<file path="src/accelCfgPkg.sv">
package accelCfgPkg;

    // Vector width of the datapath, one bank lane per element
    localparam int laneCount = 4;
    localparam int laneIdxW  = 2;

    // Largest data or filter matrix, in elements
    localparam int maxElems  = 256;

    // Element count or index, wide enough to hold maxElems itself
    typedef logic [8:0] cntT;

    // Signed matrix element
    typedef logic signed [15:0] elemT;

    // Accumulator and result, wraps on overflow
    typedef logic signed [31:0] accT;

    // Word address inside one lane bank
    typedef logic [5:0] bankAddrT;

    // One bit per lane
    typedef logic [laneCount-1:0] laneMaskT;

    // Lane rotation amount
    typedef logic [laneIdxW-1:0] laneIdxT;

    typedef enum logic {IDLE, CALC} seqStateT;

endpackage

</file>
<file path="src/windowSequencer.sv">
`timescale 1ns/1ps

module windowSequencer (
    input  logic                  clkIn,
    input  logic                  rstIn,
    input  logic                  startIn,
    input  accelCfgPkg::cntT      filtRowsIn,
    input  accelCfgPkg::cntT      filtColsIn,
    input  accelCfgPkg::cntT      dataRowsIn,
    input  accelCfgPkg::cntT      dataColsIn,
    input  logic                  fifoOpen,
    output logic                  reqValid,
    output accelCfgPkg::cntT      filtColBeat,
    output accelCfgPkg::cntT      filtRow,
    output accelCfgPkg::cntT      dataCol,
    output accelCfgPkg::cntT      dataRow,
    output logic                  lastBeat,
    output accelCfgPkg::laneMaskT lastMask,
    output accelCfgPkg::cntT      filtCols,
    output accelCfgPkg::cntT      dataCols
);
    import accelCfgPkg::*;

    seqStateT state;
    cntT      filtColsM1;
    cntT      beatEnd;
    cntT      filtRowEnd;
    cntT      dataColEnd;
    cntT      dataRowEnd;
    laneIdxT  lastLane;
    logic     beatDone;
    logic     rowDone;
    logic     colDone;
    logic     allDone;

    assign filtColsM1 = filtColsIn - cntT'(1);

    // Configuration follows the inputs until the start strobe
    always_ff @(posedge clkIn) begin
        if (state == IDLE) begin
            filtCols   <= filtColsIn;
            dataCols   <= dataColsIn;
            beatEnd    <= filtColsM1 >> laneIdxW;
            lastLane   <= filtColsM1[laneIdxW-1:0];
            filtRowEnd <= filtRowsIn - cntT'(1);
            dataColEnd <= dataColsIn - filtColsIn;
            dataRowEnd <= dataRowsIn - filtRowsIn;
        end
    end

    // FIFO level throttles every request
    assign reqValid = (state == CALC) && fifoOpen;
    assign beatDone = filtColBeat == beatEnd;
    assign rowDone  = filtRow == filtRowEnd;
    assign colDone  = dataCol == dataColEnd;
    assign lastBeat = beatDone && rowDone;
    assign allDone  = lastBeat && colDone && (dataRow == dataRowEnd);

    // Partial mask only on the final filter-column beat
    always_comb begin
        for (int j = 0; j < laneCount; j++) begin
            lastMask[j] = !beatDone || (laneIdxT'(j) <= lastLane);
        end
    end

    always_ff @(posedge clkIn) begin
        if (rstIn) begin
            state <= IDLE;
        end else begin
            case (state)
                IDLE: if (startIn) state <= CALC;
                CALC: if (reqValid && allDone) state <= IDLE;
                default: state <= IDLE;
            endcase
        end
    end

    // Nested counters, innermost is the filter column beat
    always_ff @(posedge clkIn) begin
        if (rstIn || state == IDLE) begin
            filtColBeat <= '0;
            filtRow     <= '0;
            dataCol     <= '0;
            dataRow     <= '0;
        end else if (reqValid) begin
            filtColBeat <= beatDone ? '0 : filtColBeat + cntT'(1);
            if (beatDone) begin
                filtRow <= rowDone ? '0 : filtRow + cntT'(1);
                if (rowDone) begin
                    dataCol <= colDone ? '0 : dataCol + cntT'(1);
                    if (colDone) begin
                        dataRow <= dataRow + cntT'(1);
                    end
                end
            end
        end
    end

    // A start needs a filter that fits inside the data matrix
    assert property (@(posedge clkIn) disable iff (rstIn)
        (state == IDLE && startIn) |->
            (filtRowsIn != '0 && filtColsIn != '0 &&
             filtRowsIn <= dataRowsIn && filtColsIn <= dataColsIn));

endmodule
</file>
<file path="config.mk">
export PLATFORM = sky130hd
export DESIGN_NAME = windowSequencer
export DESIGN_NICKNAME = d
export VERILOG_FILES = /design/src/accelCfgPkg.sv /design/src/windowSequencer.sv
export SDC_FILE = /design/constraint.sdc
export NUM_CORES = 1
export LEC_CHECK = 0
export BUFFER_PORTS_ARGS = -buffer_cell sky130_fd_sc_hd__buf_2
export CAP_MARGIN = 20
export CORE_UTILIZATION = 45
export CTS_BUF_LIST = sky130_fd_sc_hd__clkbuf_4 sky130_fd_sc_hd__clkbuf_8
export CTS_CLUSTER_DIAMETER = 120
export DETAILED_ROUTE_END_ITERATION = 10
export PLACE_DENSITY = 0.71
export RECOVER_POWER = 25
export SLEW_MARGIN = 30
export SYNTH_ARGS = -nofsm -noshare
export SYNTH_HDL_FRONTEND = slang
export SYNTH_SLANG_ARGS = --single-unit
</file>
<file path="constraint.sdc">
create_clock -name clkIn -period 6.2 [get_ports clkIn]
set_clock_uncertainty 0.15 [all_clocks]
set_input_delay 0.62 -clock clkIn [delete_from_list [all_inputs] [get_ports clkIn]]
set_output_delay 0.62 -clock clkIn [all_outputs]
set_load 0.02 [all_outputs]
</file>
== Yosys cells after proc, flatten, opt, wreduce, memory -nomap -nowiden ==
Index checks and enable logic that the tools add are counted.

* Output and inout port bits: 60
* Input port bits: 40
* Flip-flop bits (word level): 91
* Word-level logic and storage cells: 49

* Muxes and demuxes: 6
* Eq/ne operators: 4
* Reduce and logical (&&, ||, !) cells: 14
* Bitwise gates (word level): 1
* Magnitude comparators: 4
* Add/subtract/negate cells: 8

{| class="wikitable"
|+ Operators by type and width
! kind !! number
|-
| adder 9 x 1 -> 9 bit, second input constant || 4
|-
| == test 9 bit || 3
|-
| 2-to-1 mux 9 bit || 3
|-
| subtractor 9 x 1 -> 9 bit, second input constant || 2
|-
| subtractor 9 bit || 2
|-
| == test 9 x 7 -> 1 bit || 1
|-
| logical AND 1 bit || 5
|-
| logical OR 1 bit || 5
|-
| less-or-equal comparator 1 x 2 -> 1 bit, first input constant || 2
|-
| less-or-equal comparator 2 bit, first input constant || 2
|-
| AND reduction 4 bit || 1
|-
| AND reduction 3 bit || 1
|-
| 2-to-1 mux 1 bit || 2
|-
| case mux 1 bit (2 select lines) || 1
|-
| AND reduction 2 bit || 1
|-
| zero test 1 bit || 1
|-
| NOT 1 bit || 1
|}

== Logic depth before layout (Yosys ltp) ==
* Depth after elaboration: 7
* Mapped depth: 9

== Worst setup path after synthesis ==
No wires, ideal clock.

* Path kind: register to output
* From: register filtColBeat[0]
* To: output lastMask[1]
* Data required time: 5.430 ns
* Arrival: 1.721 ns
* Path slack: 3.709 ns
* Stages on the path, launching flop included: 6
* Path through: dfxtp_1 -> xnor2_1 -> nand4_2 -> nor3_1 -> nand2b_1 -> or2_2

* Cells in the longest elaborated chain, start to end: 3

{| class="wikitable"
|+ RTL lines
! what !! RTL line !! text
|-
| start, declared || windowSequencer.sv:13 || <nowiki>output accelCfgPkg::cntT filtColBeat,</nowiki>
|-
| start signal, assigned || windowSequencer.sv:86 || <nowiki>filtColBeat <= beatDone ? '0 : filtColBeat + cntT'(1);</nowiki>
|-
| == test 9 x 7 -> 1 bit || windowSequencer.sv:53 || <nowiki>assign beatDone = filtColBeat == beatEnd;</nowiki>
|-
| zero test 1 bit || windowSequencer.sv:62 || <nowiki>lastMask[j] = !beatDone || (laneIdxT'(j) <= lastLane);</nowiki>
|-
| logical OR 1 bit || windowSequencer.sv:62 ||
|-
| end, declared || windowSequencer.sv:18 || <nowiki>output accelCfgPkg::laneMaskT lastMask,</nowiki>
|}

Every way passes these cells.

== Worst setup path in the final report ==
* From: register state
* To: register dataCol[3]

* Cells in the longest elaborated chain, start to end: 2
* Elaborated cells between the ends (all ways): 4
* Classes of those cells: bitwise: 1; reduce/logical: 3

{| class="wikitable"
|+ RTL lines
! what !! RTL line !! text
|-
| start, declared || windowSequencer.sv:24 || <nowiki>seqStateT state;</nowiki>
|-
| start signal, assigned || windowSequencer.sv:68 || <nowiki>state <= IDLE;</nowiki>
|-
| start signal, assigned || windowSequencer.sv:71 || <nowiki>IDLE: if (startIn) state <= CALC;</nowiki>
|-
| start signal, assigned || windowSequencer.sv:72 || <nowiki>CALC: if (reqValid && allDone) state <= IDLE;</nowiki>
|-
| logical AND 1 bit or NOT 1 bit (tied branches) || - ||
|-
| AND reduction 3 bit (no source line) or logical OR 1 bit (tied branches) || - ||
|-
| end signal, assigned || windowSequencer.sv:90 || <nowiki>dataCol <= colDone ? '0 : dataCol + cntT'(1);</nowiki>
|-
| end, declared || windowSequencer.sv:15 || <nowiki>output accelCfgPkg::cntT dataCol,</nowiki>
|}

Parallel ways exist; a longest one is shown, timed or not.
A chain may end at the register's enable or synchronous reset.

==> key figures <==
Run status
  • Status: complete, but fails checks
  • Failing checks: capacitance limit, slew limit

Route
  • Via count: 3460
  • Vias/cell: 5.07
  • Detailed Route WL: 9980 um
  • DRC: 0
  • Drt first pass iters: 4
  • Drt wl/cell: between 10 and 15 um
  • Initial DRC count: 105
  • ANT nets after route: 0

Floorplanning
  • Site Rows: 36
  • Core Box Area: 0.00991 mm2
  • Die X: 104 um
  • # IOs: 100
  • Die footprint: 0.0108 mm2
  • Die height: 104 um
  • Initial Util: 47.1%

Global routing
  • Total gr overflow: 0
  • Number of global-route vias before repair: 3454
  • Largest net degree at the start of global routing: 56
  • GRT Resource Usage Total: 19.5%
  • Initial antenna violation count: 0
  • First-pass GRT wire length: 16600 um

Worst setup path
  • Critical path class: flip-flop to flip-flop
  • Worst R2R Start: state
  • Startpoint Class: flip-flop
  • Worst Path Max Fanout: 55
  • Worst Path Required: 6.34 ns
  • CP Launch Point: state
  • Worst endpoint data arrival time: approximately 4 ns
  • Reg2reg path depth: 4
  • Crit path capture: dataCol[3]
  • Crit end category: flip-flop
  • Worst R2R Setup Slack: 2.35 ns
  • Worst R2R End: dataCol[3]

Cells and area
  • Nets: 609
  • Design area: 0.00550 mm2
  • Area grow syn2layout: 17.9%
  • Layout cell share with drive strength beyond 1: 19.5%
  • N_diodes: 0

Timing
  • RSZ-0062 raised after global routing: no
  • Minimum clock period: about 3.9 ns
  • Count of pins over their slew limit: 56
  • Slew headroom: -57.9%
  • Worst-margin pin slew: ~2.4 ns
  • Final hold vios: 0
  • Setup TNS: 0 ns
  • Crit share post-route: 62.2%
  • Fmax achieved: around 0.26 GHz
  • Setup-failing EPs final: 0

Min path
  • Hold depth: 2
  • Worst hold-check path type: primary input to flip-flop

Job
  • Maxcap violations: 1

Clock network
  • CTS max path bufs: 2
  • TritonCTS Sinks: 91
  • CTS Root Cell: clkbuf_8
  • Clk Latency, worst-skew pair: 0.36 ns
  • CTS-repair resized insts: 0
  • Num CTS Buffers: 9
  • Hold-fix buffer count after cts: 0
  • H-Tree Depth: 3
  • Number of post-CTS setup repair buffers: 0
  • Worst-path clk slew: 0.09 ns
  • TritonCTS clock tree: done

Yosys
  • Syn Nets: 505
  • Post-synthesis sequential area ratio: between 50% and 60%
  • Flops & latches, synth: 91
  • Largest cells by area after synthesis: edfxtp_1 35%, dfxtp_1 16%, xnor2_1 9.4%, xor2_1 6.2%, ha_1 5.9%
  • Synthesized area: between 0.004 and 0.005 mm2
  • Mean Syn Cell Area: 10.6 um2
  • Yosys top cell area share: 34.7%
  • Netlist cell types: 40
  • Yosys top cell by area: edfxtp_1
  • Synth Instances: 441
  • Syn. warnings: 0

Place
  • Port Buf Inserts: 98
  • Routability congestion estimate: about 0.84
  • DP Area: ~0.0053 mm2
  • Post-DP HPWL: 7760 um

Power and ir drop
  • Pleak: between 2 and 2.5 nW
  • PD cells: about 240 mW/mm2
  • Final Power: 1.32 mW
  • Worst VDD drop: about 0.11 mV
critical path: stages (launching register included):
cell	delay, ns
dfxtp_1	0.39
clkinvlp_2	1.79
nor2_1	0.90
nand2_1	0.35
nor2_1	0.19
kinds of logic (layout without fill, tap and decap cells):
kind of cell	Yosys count	after routing	share of synthesized area [%]
buffers and inverters	42	151	3.48
and+or+nand+nor	159	159	18.2
DFF	91	91	50.6
adders and majority gates	24	24	6.75
other	1	1	0.0803
xor gates and xnor gates	83	83	15.6
muxes	3	3	0.670
AOI/OAI and AO/OA	38	38	4.61
how the worst min path moves through the flow:
| stage | startpoint | endpoint |
|---|---|---|
| floorplan | state | state |
| global placement | filtColBeat[8] | filtColBeat[8] |
| detailed placement | filtColBeat[8] | filtColBeat[8] |
| CTS | rstIn | state |
| global route | rstIn | state |
| finish | rstIn | state |
cells in the final DEF, fill, tap and decap left out, types with 13 or more instances in the layout:
master     n
edfxtp_1  54
inv_1     34
clkbuf_1  18
buf_2     80
nand3_1   25
xor2_1    33
a21oi_1   15
nand2_1   21
o21ai_0   13
nand4_1   14
ha_1      22
nor2_1    43
xnor2_1   50
dfxtp_1   37
routing by layer:
layer | track usage [%] | part of all wire, %
met1 | 25.7 | 46
met2 | 31.7 | 48
met3 | 3.57 | 4.6
met4 | 7.76 | 1.1
met5 | 0 | 0
synthesized netlist by cell type:
cell / n
xor2_1: 33
dfxtp_1: 37
nand4_1: 14
nor4_4: 2
nand4b_1: 1
or4_1: 2
nand4_2: 1
or3_1: 5
a21oi_1: 15
nor2b_1: 8
nand3_4: 1
nor2_1: 43
xnor2_1: 50
fa_1: 2
o31ai_1: 4
ha_1: 22
o21ai_0: 13
clkinv_1: 1
and3_1: 4
nand3b_1: 1
o22ai_1: 1
nand2b_1: 4
a311oi_1: 1
buf_4: 1
a21boi_0: 4
nor4_1: 3
clkbuf_1: 4
and4_1: 1
nand2_1: 21
mux2_2: 1
nand3_1: 25
inv_1: 35
buf_2: 1
conb_1: 1
mux2i_1: 2
nor4_2: 1
edfxtp_1: 54
or2_2: 3
and2_1: 7
nor3_1: 12
power breakdown:
group / switching [mW] / leakage [nW] / total, mW / internal [mW]
Sequential: 0.0184 / 0.841 / 0.710 / 0.692
Combinational: 0.0958 / 1.25 / 0.164 / 0.0679
Clock: 0.209 / 0.114 / 0.441 / 0.233
Total: 0.323 / 2.21 / 1.32 / 0.992
metrics by stage:
step	util (%)	cells	hold WS, ns	setup slack, ns
4_1_cts	55.8	683	0.270	3.12
5_1_grt	55.5	683	0.274	1.81
3_5_place_dp	53.6	667	0.352	3.50
6_report	55.5	683	0.298	2.35
2_1_floorplan	-	441	0.347	3.71
3_3_place_gp	53.5	667	0.334	3.58
area by class of cell:
cell class                 count  area, um2
clock buffer                  10        131
clock inverter                 6       88.8
fill                         898       4410
inverter                      36        136
multi-input combinational    308       2140
sequential                    91       2360
tap                          133        166
timing repair buffer          99        475
No activity file was read; power rests on OpenSTA's default activity.
