**src/accelCfgPkg.sv**
```systemverilog
package accelCfgPkg;

    // Vector width of the datapath, one bank lane per element
    localparam int laneCount = 4;
    localparam int laneIdxW  = 2;

    // Largest data or filter matrix, in elements
    localparam int maxElems  = 256;

    // Element count or index, wide enough to hold maxElems itself
    typedef logic [8:0] cntT;

    // Signed matrix element
    typedef logic signed [15:0] elemT;

    // Accumulator and result, wraps on overflow
    typedef logic signed [31:0] accT;

    // Word address inside one lane bank
    typedef logic [5:0] bankAddrT;

    // One bit per lane
    typedef logic [laneCount-1:0] laneMaskT;

    // Lane rotation amount
    typedef logic [laneIdxW-1:0] laneIdxT;

    typedef enum logic {IDLE, CALC} seqStateT;

endpackage

```
**src/accelIfs.sv**
```systemverilog


// Rotated read requests from the address generator
interface laneReadIf;
    import accelCfgPkg::*;

    bankAddrT dataAddr [laneCount];
    bankAddrT filtAddr [laneCount];
    laneMaskT dataEn;
    laneMaskT filtEn;
    laneIdxT  dataShift;
    laneIdxT  filtShift;
    logic     last;

    modport source (output dataAddr, filtAddr, dataEn, filtEn, dataShift, filtShift, last);
    modport lane   (input  dataAddr, filtAddr, dataEn, filtEn);
    modport sink   (input  dataEn, filtEn, dataShift, filtShift, last);
endinterface

```
**src/bankAddrGen.sv**
```systemverilog
`timescale 1ns/1ps

module bankAddrGen (
    input  logic                  clkIn,
    input  logic                  rstIn,
    input  logic                  reqValid,
    input  accelCfgPkg::cntT      filtColBeat,
    input  accelCfgPkg::cntT      filtRow,
    input  accelCfgPkg::cntT      dataCol,
    input  accelCfgPkg::cntT      dataRow,
    input  logic                  lastBeat,
    input  accelCfgPkg::laneMaskT lastMask,
    input  accelCfgPkg::cntT      filtCols,
    input  accelCfgPkg::cntT      dataCols,
    laneReadIf.source             rd
);
    import accelCfgPkg::*;

    cntT      dataLin;
    cntT      filtLin;
    laneMaskT mask1;
    logic     last1;
    logic     valid1;

    // Bank word of the vector element that lands in this lane
    function automatic bankAddrT laneWord(cntT base, int lane);
        cntT elem;
        elem = base + cntT'(laneIdxT'(lane - int'(base[laneIdxW-1:0])));
        return elem[laneIdxW +: $bits(bankAddrT)];
    endfunction

    // Element j moves to lane (j + s) mod laneCount
    function automatic laneMaskT rotMask(laneMaskT m, laneIdxT s);
        logic [2*laneCount-1:0] dbl;
        dbl = {m, m} << s;
        return dbl[2*laneCount-1 -: laneCount];
    endfunction

    // Stage one, linear element addresses
    always_ff @(posedge clkIn) begin
        dataLin <= (dataRow + filtRow) * dataCols + dataCol + (filtColBeat << laneIdxW);
        filtLin <= filtRow * filtCols + (filtColBeat << laneIdxW);
        mask1   <= lastMask;
        last1   <= lastBeat;
    end

    // Stage two, per-lane words and shifts
    always_ff @(posedge clkIn) begin
        for (int l = 0; l < laneCount; l++) begin
            rd.dataAddr[l] <= laneWord(dataLin, l);
            rd.filtAddr[l] <= laneWord(filtLin, l);
        end
        rd.dataShift <= dataLin[laneIdxW-1:0];
        rd.filtShift <= filtLin[laneIdxW-1:0];
        rd.last      <= last1;
    end

    always_ff @(posedge clkIn) begin
        if (rstIn) begin
            valid1    <= 1'b0;
            rd.dataEn <= '0;
            rd.filtEn <= '0;
        end else begin
            valid1    <= reqValid;
            rd.dataEn <= valid1 ? rotMask(mask1, dataLin[laneIdxW-1:0]) : '0;
            rd.filtEn <= valid1 ? rotMask(mask1, filtLin[laneIdxW-1:0]) : '0;
        end
    end

    // Every requested vector starts inside the banked matrices
    assert property (@(posedge clkIn) disable iff (rstIn)
        valid1 |-> (dataLin < cntT'(maxElems) && filtLin < cntT'(maxElems)));

endmodule

```
**src/flat_wrapper.sv**
```systemverilog
// flat-port wrapper written by rule: the top's interface ports become plain ports
module bankAddrGen_flat import accelCfgPkg::*;
  (clkIn, rstIn, reqValid, filtColBeat, filtRow, dataCol, dataRow, lastBeat, lastMask, filtCols, dataCols, rd_dataAddr, rd_filtAddr, rd_dataEn, rd_filtEn, rd_dataShift, rd_filtShift, rd_last);
  laneReadIf rd_i ();
  input  logic clkIn;
  input  logic rstIn;
  input  logic reqValid;
  input  accelCfgPkg::cntT filtColBeat;
  input  accelCfgPkg::cntT filtRow;
  input  accelCfgPkg::cntT dataCol;
  input  accelCfgPkg::cntT dataRow;
  input  logic lastBeat;
  input  accelCfgPkg::laneMaskT lastMask;
  input  accelCfgPkg::cntT filtCols;
  input  accelCfgPkg::cntT dataCols;
  output wire logic [$bits(rd_i.dataAddr)-1:0] rd_dataAddr;
  output wire logic [$bits(rd_i.filtAddr)-1:0] rd_filtAddr;
  output wire logic [$bits(rd_i.dataEn)-1:0] rd_dataEn;
  output wire logic [$bits(rd_i.filtEn)-1:0] rd_filtEn;
  output wire logic [$bits(rd_i.dataShift)-1:0] rd_dataShift;
  output wire logic [$bits(rd_i.filtShift)-1:0] rd_filtShift;
  output wire logic [$bits(rd_i.last)-1:0] rd_last;
  assign rd_dataAddr = {>>{rd_i.dataAddr}};
  assign rd_filtAddr = {>>{rd_i.filtAddr}};
  assign rd_dataEn = rd_i.dataEn;
  assign rd_filtEn = rd_i.filtEn;
  assign rd_dataShift = rd_i.dataShift;
  assign rd_filtShift = rd_i.filtShift;
  assign rd_last = rd_i.last;
  bankAddrGen u_core (.clkIn(clkIn), .rstIn(rstIn), .reqValid(reqValid), .filtColBeat(filtColBeat), .filtRow(filtRow), .dataCol(dataCol), .dataRow(dataRow), .lastBeat(lastBeat), .lastMask(lastMask), .filtCols(filtCols), .dataCols(dataCols), .rd(rd_i));
endmodule
```
**config.mk**
```make
export PLATFORM = sky130hd
export DESIGN_NAME = bankAddrGen_flat
export DESIGN_NICKNAME = d
export VERILOG_FILES = /design/src/accelCfgPkg.sv /design/src/accelIfs.sv /design/src/bankAddrGen.sv /design/src/flat_wrapper.sv
export SDC_FILE = /design/constraint.sdc
export NUM_CORES = 1
export LEC_CHECK = 0
export ABC_AREA = 1
export BUFFER_PORTS_ARGS = -buffer_cell sky130_fd_sc_hd__buf_2
export CORE_MARGIN = 4
export CORE_UTILIZATION = 35
export DETAILED_ROUTE_END_ITERATION = 10
export GPL_TIMING_DRIVEN = 0
export HOLD_SLACK_MARGIN = 0.05
export PLACE_DENSITY = 0.53
export SLEW_MARGIN = 20
export SYNTH_ARGS = -nofsm -noshare
export SYNTH_HDL_FRONTEND = slang
export SYNTH_SLANG_ARGS = --single-unit
```
**constraint.sdc**
```tcl
create_clock -name clkIn -period 16.8 [get_ports clkIn]
set_input_delay 3.36 -clock clkIn [delete_from_list [all_inputs] [get_ports clkIn]]
set_output_delay 3.36 -clock clkIn [all_outputs]
set_load 0.005 [all_outputs]
```
* Yosys cells after proc, flatten, opt, wreduce, memory -nomap -nowiden *
Index checks and enable logic that the tools add are counted.
W data, S select, Z words.

storage, ports and cells
  bits in registers = 83
  input bits = 62
  output and inout bits = 61
  logic and storage cells = 44

cells by class
  add/subtract/negate cells = 20
  multipliers = 2
  shifts and indexed selects = 2
  bitwise operators = 1
  reductions and logical operators = 1

operators by type and width
  kind                   number
  $add A8 B2 Y8          8
  $add A8 B8 Y8          3
  $mul A9 B9 Y8          2
  $shl A8 B2 Y8          2
  $add A9 B9 Y9          1
  $sub A1 B2 Y2 const A  4
  $sub A2 B2 Y2 const A  4
  $reduce_or A2 Y1       1
  $not A1 Y1             1

* Longest topological paths before layout *
  depth after elaboration = 4
  gate-level depth with buffers = 32
  mapped depth without buffers = 32

* Worst setup path after synthesis *
OpenSTA, ideal clock, no wires.

  kind = in2reg
  start point = input filtRow[1]
  end point = register u_core.dataLin[7]
  setup time = 0.112 ns
  arrival = 8.118 ns
  data required time = 16.688 ns
  path slack = 8.570 ns
  cell stages on the path = 27
  path buffers = 1
  cells stage by stage = buf_2 inv_1 fa_1 inv_1 nand2_1 nand2_1 nand3b_2 nand3_1 nand3_1 fa_1 fa_1 fa_1 fa_1 inv_1 fa_1 ha_1 a21o_1 a31oi_1 nand3_1 nand2_1 nand2_1 nand2_1 nand2_1 nand2_1 inv_1 nand2_1 nand2_1

between the ends
  cells in the longest elaborated chain, start to end = 4

RTL lines
  item                        RTL line           source
  start, declared             flat_wrapper.sv:9  input accelCfgPkg::cntT filtRow;
  $add A9 B9 Y9               bankAddrGen.sv:41  dataLin <= (dataRow + filtRow) * dataCols + dataCol + (filtColBeat << laneIdxW);
  $mul A9 B9 Y8               bankAddrGen.sv:41
  $add A8 B8 Y8 (2 in a row)  bankAddrGen.sv:41
  end signal, assigned        bankAddrGen.sv:41
  end, declared               bankAddrGen.sv:19  cntT dataLin;

Every way passes these cells.
A chain may end at the register's enable or synchronous reset.

* Worst setup path in the final report *
Ends and elaborated chain as after synthesis.

==> Flow_metrics.wiki <==
{| class="wikitable"
! Metric !! Value
|-
| Result of the run || completed
|-
| Share of synthesized area occupied by flip-flops and latches || 0.321
|-
| Die Span X || 130 um
|-
| Share of final-layout standard cells stronger than drive strength 1 || 0.188
|-
| Leakage power of the design || 0.00351 uW
|-
| Area fraction in and, or, nand and nor cells after synthesis || 0.179
|-
| Row Count || 44
|-
| Max stage delay cell, worst path || fa_1
|-
| Layout filler cell count || 1454
|-
| Least-Margin Pin Slew || 0.484 ns
|-
| Met3 wirelength from detailed routing || 827 um
|-
| Placed Area || 5960 um2
|-
| Total half-perimeter wirelength after legalization and detailed placement || 9.15 mm
|-
| Layout Area Growth over Synthesis || 21.6%
|-
| Number of sinks driven by the clock tree || 83
|-
| Clock latency on the worst-skew pair || 0.34 ns
|-
| Minimum period implied by the final worst setup slack || 8.45 ns
|-
| Kind of end point of the critical path || flip-flop
|-
| Share of the synthesized area in the top cell type || 0.321
|-
| Kind of cell with the highest combined delay on the critical path || adder cells
|-
| Setup TNS after final layout || 0 ns
|-
| Setup repair after global routing missed its margin || false
|-
| Number of buffers inserted to repair setup after CTS || 0
|-
| Die area || 16800 um2
|-
| Post-detailed-route via-to-cell ratio || 4.32
|-
| Nets || 900
|-
| Vias in the first global route || 4105
|-
| Dominant combinational cell family by area after synthesis || adder cells
|-
| Fin Clk Skew || 0.00883 ns
|-
| Net count of the mapped netlist || 777
|-
| Most frequent cells in the layout || nand2_1, inv_1, buf_2
|-
| Required time of the critical path || 17.02 ns
|-
| Count of input and output buffers || 112
|-
| #FFs+latches synth || 83
|-
| Post-Synthesis Mean Instance Area || 8.22 um2
|-
| Drt pass-1 iters || 4
|-
| Antenna cell count || 0
|-
| Maximum buffer depth of the clock tree || 2
|-
| Post-synthesis compound-gate area fraction || 0.0300
|-
| Slowest cell delay on critical path || 0.55 ns
|-
| Starting density of the core || 0.357
|-
| Synth Area in Adders || 0.266
|-
| Syn. warnings || 0
|-
| Post-detailed-route DRC marker count || 0
|-
| Detail Route met2 WL || 4.79 mm
|-
| Final count of hold timing violations || 0
|-
| Setup violations, final || 0
|-
| Post-Synth XOR/XNOR Area || 0.0896
|-
| Antenna violations before repair || 0
|-
| Mapped Area || 5170 um2
|-
| Total congestion overflow after global routing || 0
|-
| Path class of the lowest-slack min-delay path || reg2reg
|-
| Cell taking the most area after synthesis || dfxtp_1
|-
| Post-synthesis cell count || 629
|-
| Category of the critical setup timing path || in2reg
|-
| Power density of the placed cells || 159 nW/um2
|-
| CTS clock-pin slew for the worst setup and hold paths || 0.06 ns
|-
| Inserted Clock Buffers || 9
|-
| Worst Path Arrival || 8.67 ns
|-
| Floorplan die height || 130 um
|-
| Last weighted congestion value of the routability-driven placer || 0.867
|-
| Buf/Inv on CP || 6
|-
| Routed via count || 4064
|-
| Mux cell area share after synthesis || 0
|-
| Core ar. || 14500 um2
|-
| Resized cells post-CTS || 0
|-
| Maximum number of pins on one net before global-route repair || 16
|-
| Commonest non-fill, non-tap cell in the layout || nand2_1
|-
| Achievable Freq || 118 MHz
|-
| Top area cells in the synthesized netlist || dfxtp_1, fa_1, nand2_1
|-
| Largest voltage drop on the vdd net || 0.0000771 V
|-
| Hold-fix buffer count after cts || 0
|-
| CTS H-tree depth || 3
|-
| Area of all placed cells without fillers || 6280 um2
|-
| Crit-path max FO || 8
|-
| Clock tree from TritonCTS || done
|-
| Maximum capacitance violations || 0
|-
| First-iteration detailed-routing DRC count || 170
|-
| Average detailed-routed wire length per instance || 11.3 um
|-
| Max-slew headroom at the worst pin || 0.674
|-
| Tightest hold margin || 0.333 ns
|-
| Top-Level Pins || 123
|-
| Wire length of the first global-routing pass || 18.0 mm
|-
| WL final || 10.6 mm
|-
| Final critical-path share of the clock period || 0.503
|-
| Overall Global Routing Usage || 0.133
|-
| Number of distinct standard cells referenced by the synthesized netlist || 27
|-
| Post-route met1 wirelength || 4.90 mm
|-
| Number of max-slew violations in the final report || 0
|-
| Master cell of the clock root buffer || clkbuf_16
|-
| Cell repeated most along the worst path || nand2_1
|-
| Max Used Layer || met4
|-
| Remaining antenna violation count || 0
|-
| Nature of the critical path startpoint || input pin
|}
==> Yosys cell counts <==
cell	n
a21oi_1	14
nand4_1	4
nand3_1	21
xnor2_1	15
buf_2	6
a31o_2	1
o31ai_1	1
nand3b_2	1
nor3_1	5
nand3_2	1
or2_4	1
inv_1	143
ha_1	46
xnor2_2	1
clkinv_1	1
clkbuf_1	5
nand2_1	158
nor2_1	26
a31oi_1	1
nand3b_1	3
a21o_1	1
nand2_2	3
xor2_1	36
nor4_1	1
dfxtp_1	83
fa_1	40
o21ai_0	11
==> report_power, final <==
group / internal [uW] / switching [uW]
clock network: 131 / 76.8
logic: 210 / 266
registers: 280 / 33.9
==> kinds of logic (layout without fill, tap and decap cells) <==
group           Yosys count  in the layout
buf+inv                 155            283
xor+xnor                 52             52
compound gates           29             29
flops                    83             83
simple gates            224            224
fa+ha+maj                86             86
==> layer usage <==
| metal | global-route usage | vias to the layer above |
|---|---|---|
| met5 | 0 | - |
| met4 | 0.0403 | 0 |
| met3 | 0.0371 | 9 |
| met2 | 0.218 | 109 |
| met1 | 0.170 | 1839 |
| li1 | - | 2107 |
==> state kept, by name (all words and copies together), names as in the netlist <==
| register | flops |
|---|---|
| u_core.rd.dataShift | 2 |
| u_core.valid1 | 1 |
| u_core.rd.filtEn | 4 |
| u_core.mask1 | 4 |
| u_core.rd.dataAddr | 24 |
| u_core.rd.filtShift | 2 |
| u_core.last1 | 1 |
| u_core.rd.filtAddr | 24 |
| u_core.dataLin | 8 |
| u_core.rd.last | 1 |
| u_core.rd.dataEn | 4 |
| u_core.filtLin | 8 |
==> area by class of cell <==
| class | count | area [um2] | area share |
|---|---|---|---|
| tap | 184 | 230 | 0.0366 |
| buffer | 11 | 48.8 | 0.00776 |
| sequential | 83 | 1660 | 0.264 |
| multi-input combinational | 391 | 2920 | 0.464 |
| timing repair buffer | 112 | 561 | 0.0892 |
| clock inverter | 7 | 100 | 0.0159 |
| clock buffer | 9 | 225 | 0.0358 |
| inverter | 144 | 541 | 0.0860 |
==> worst paths after layout <==
check	slack [ns]	cells past startpoint	from	end
max	8.35	28	filtRow[1]	u_core.dataLin[7]$_DFF_P_
min	0.33	0	u_core.last1$_DFF_P_	u_core.rd.last$_DFF_P_
max reg2reg	14.73	7	u_core.dataLin[1]$_DFF_P_	u_core.rd.dataAddr[23]$_DFF_P_
min reg2reg	0.33	0	u_core.last1$_DFF_P_	u_core.rd.last$_DFF_P_
==> stage by stage <==
step | worst slack [ns] | util | instances | total power, uW
floorplan | 8.57 | - | 629 | 652
global placement | 7.99 | 0.412 | 925 | 793
detailed placement | 8.00 | 0.412 | 925 | 807
CTS | 8.35 | 0.434 | 941 | 1020
global route | 7.97 | 0.434 | 941 | 1110
finish | 8.35 | 0.434 | 941 | 998
Note: power is estimated with default switching activity, not from simulation.
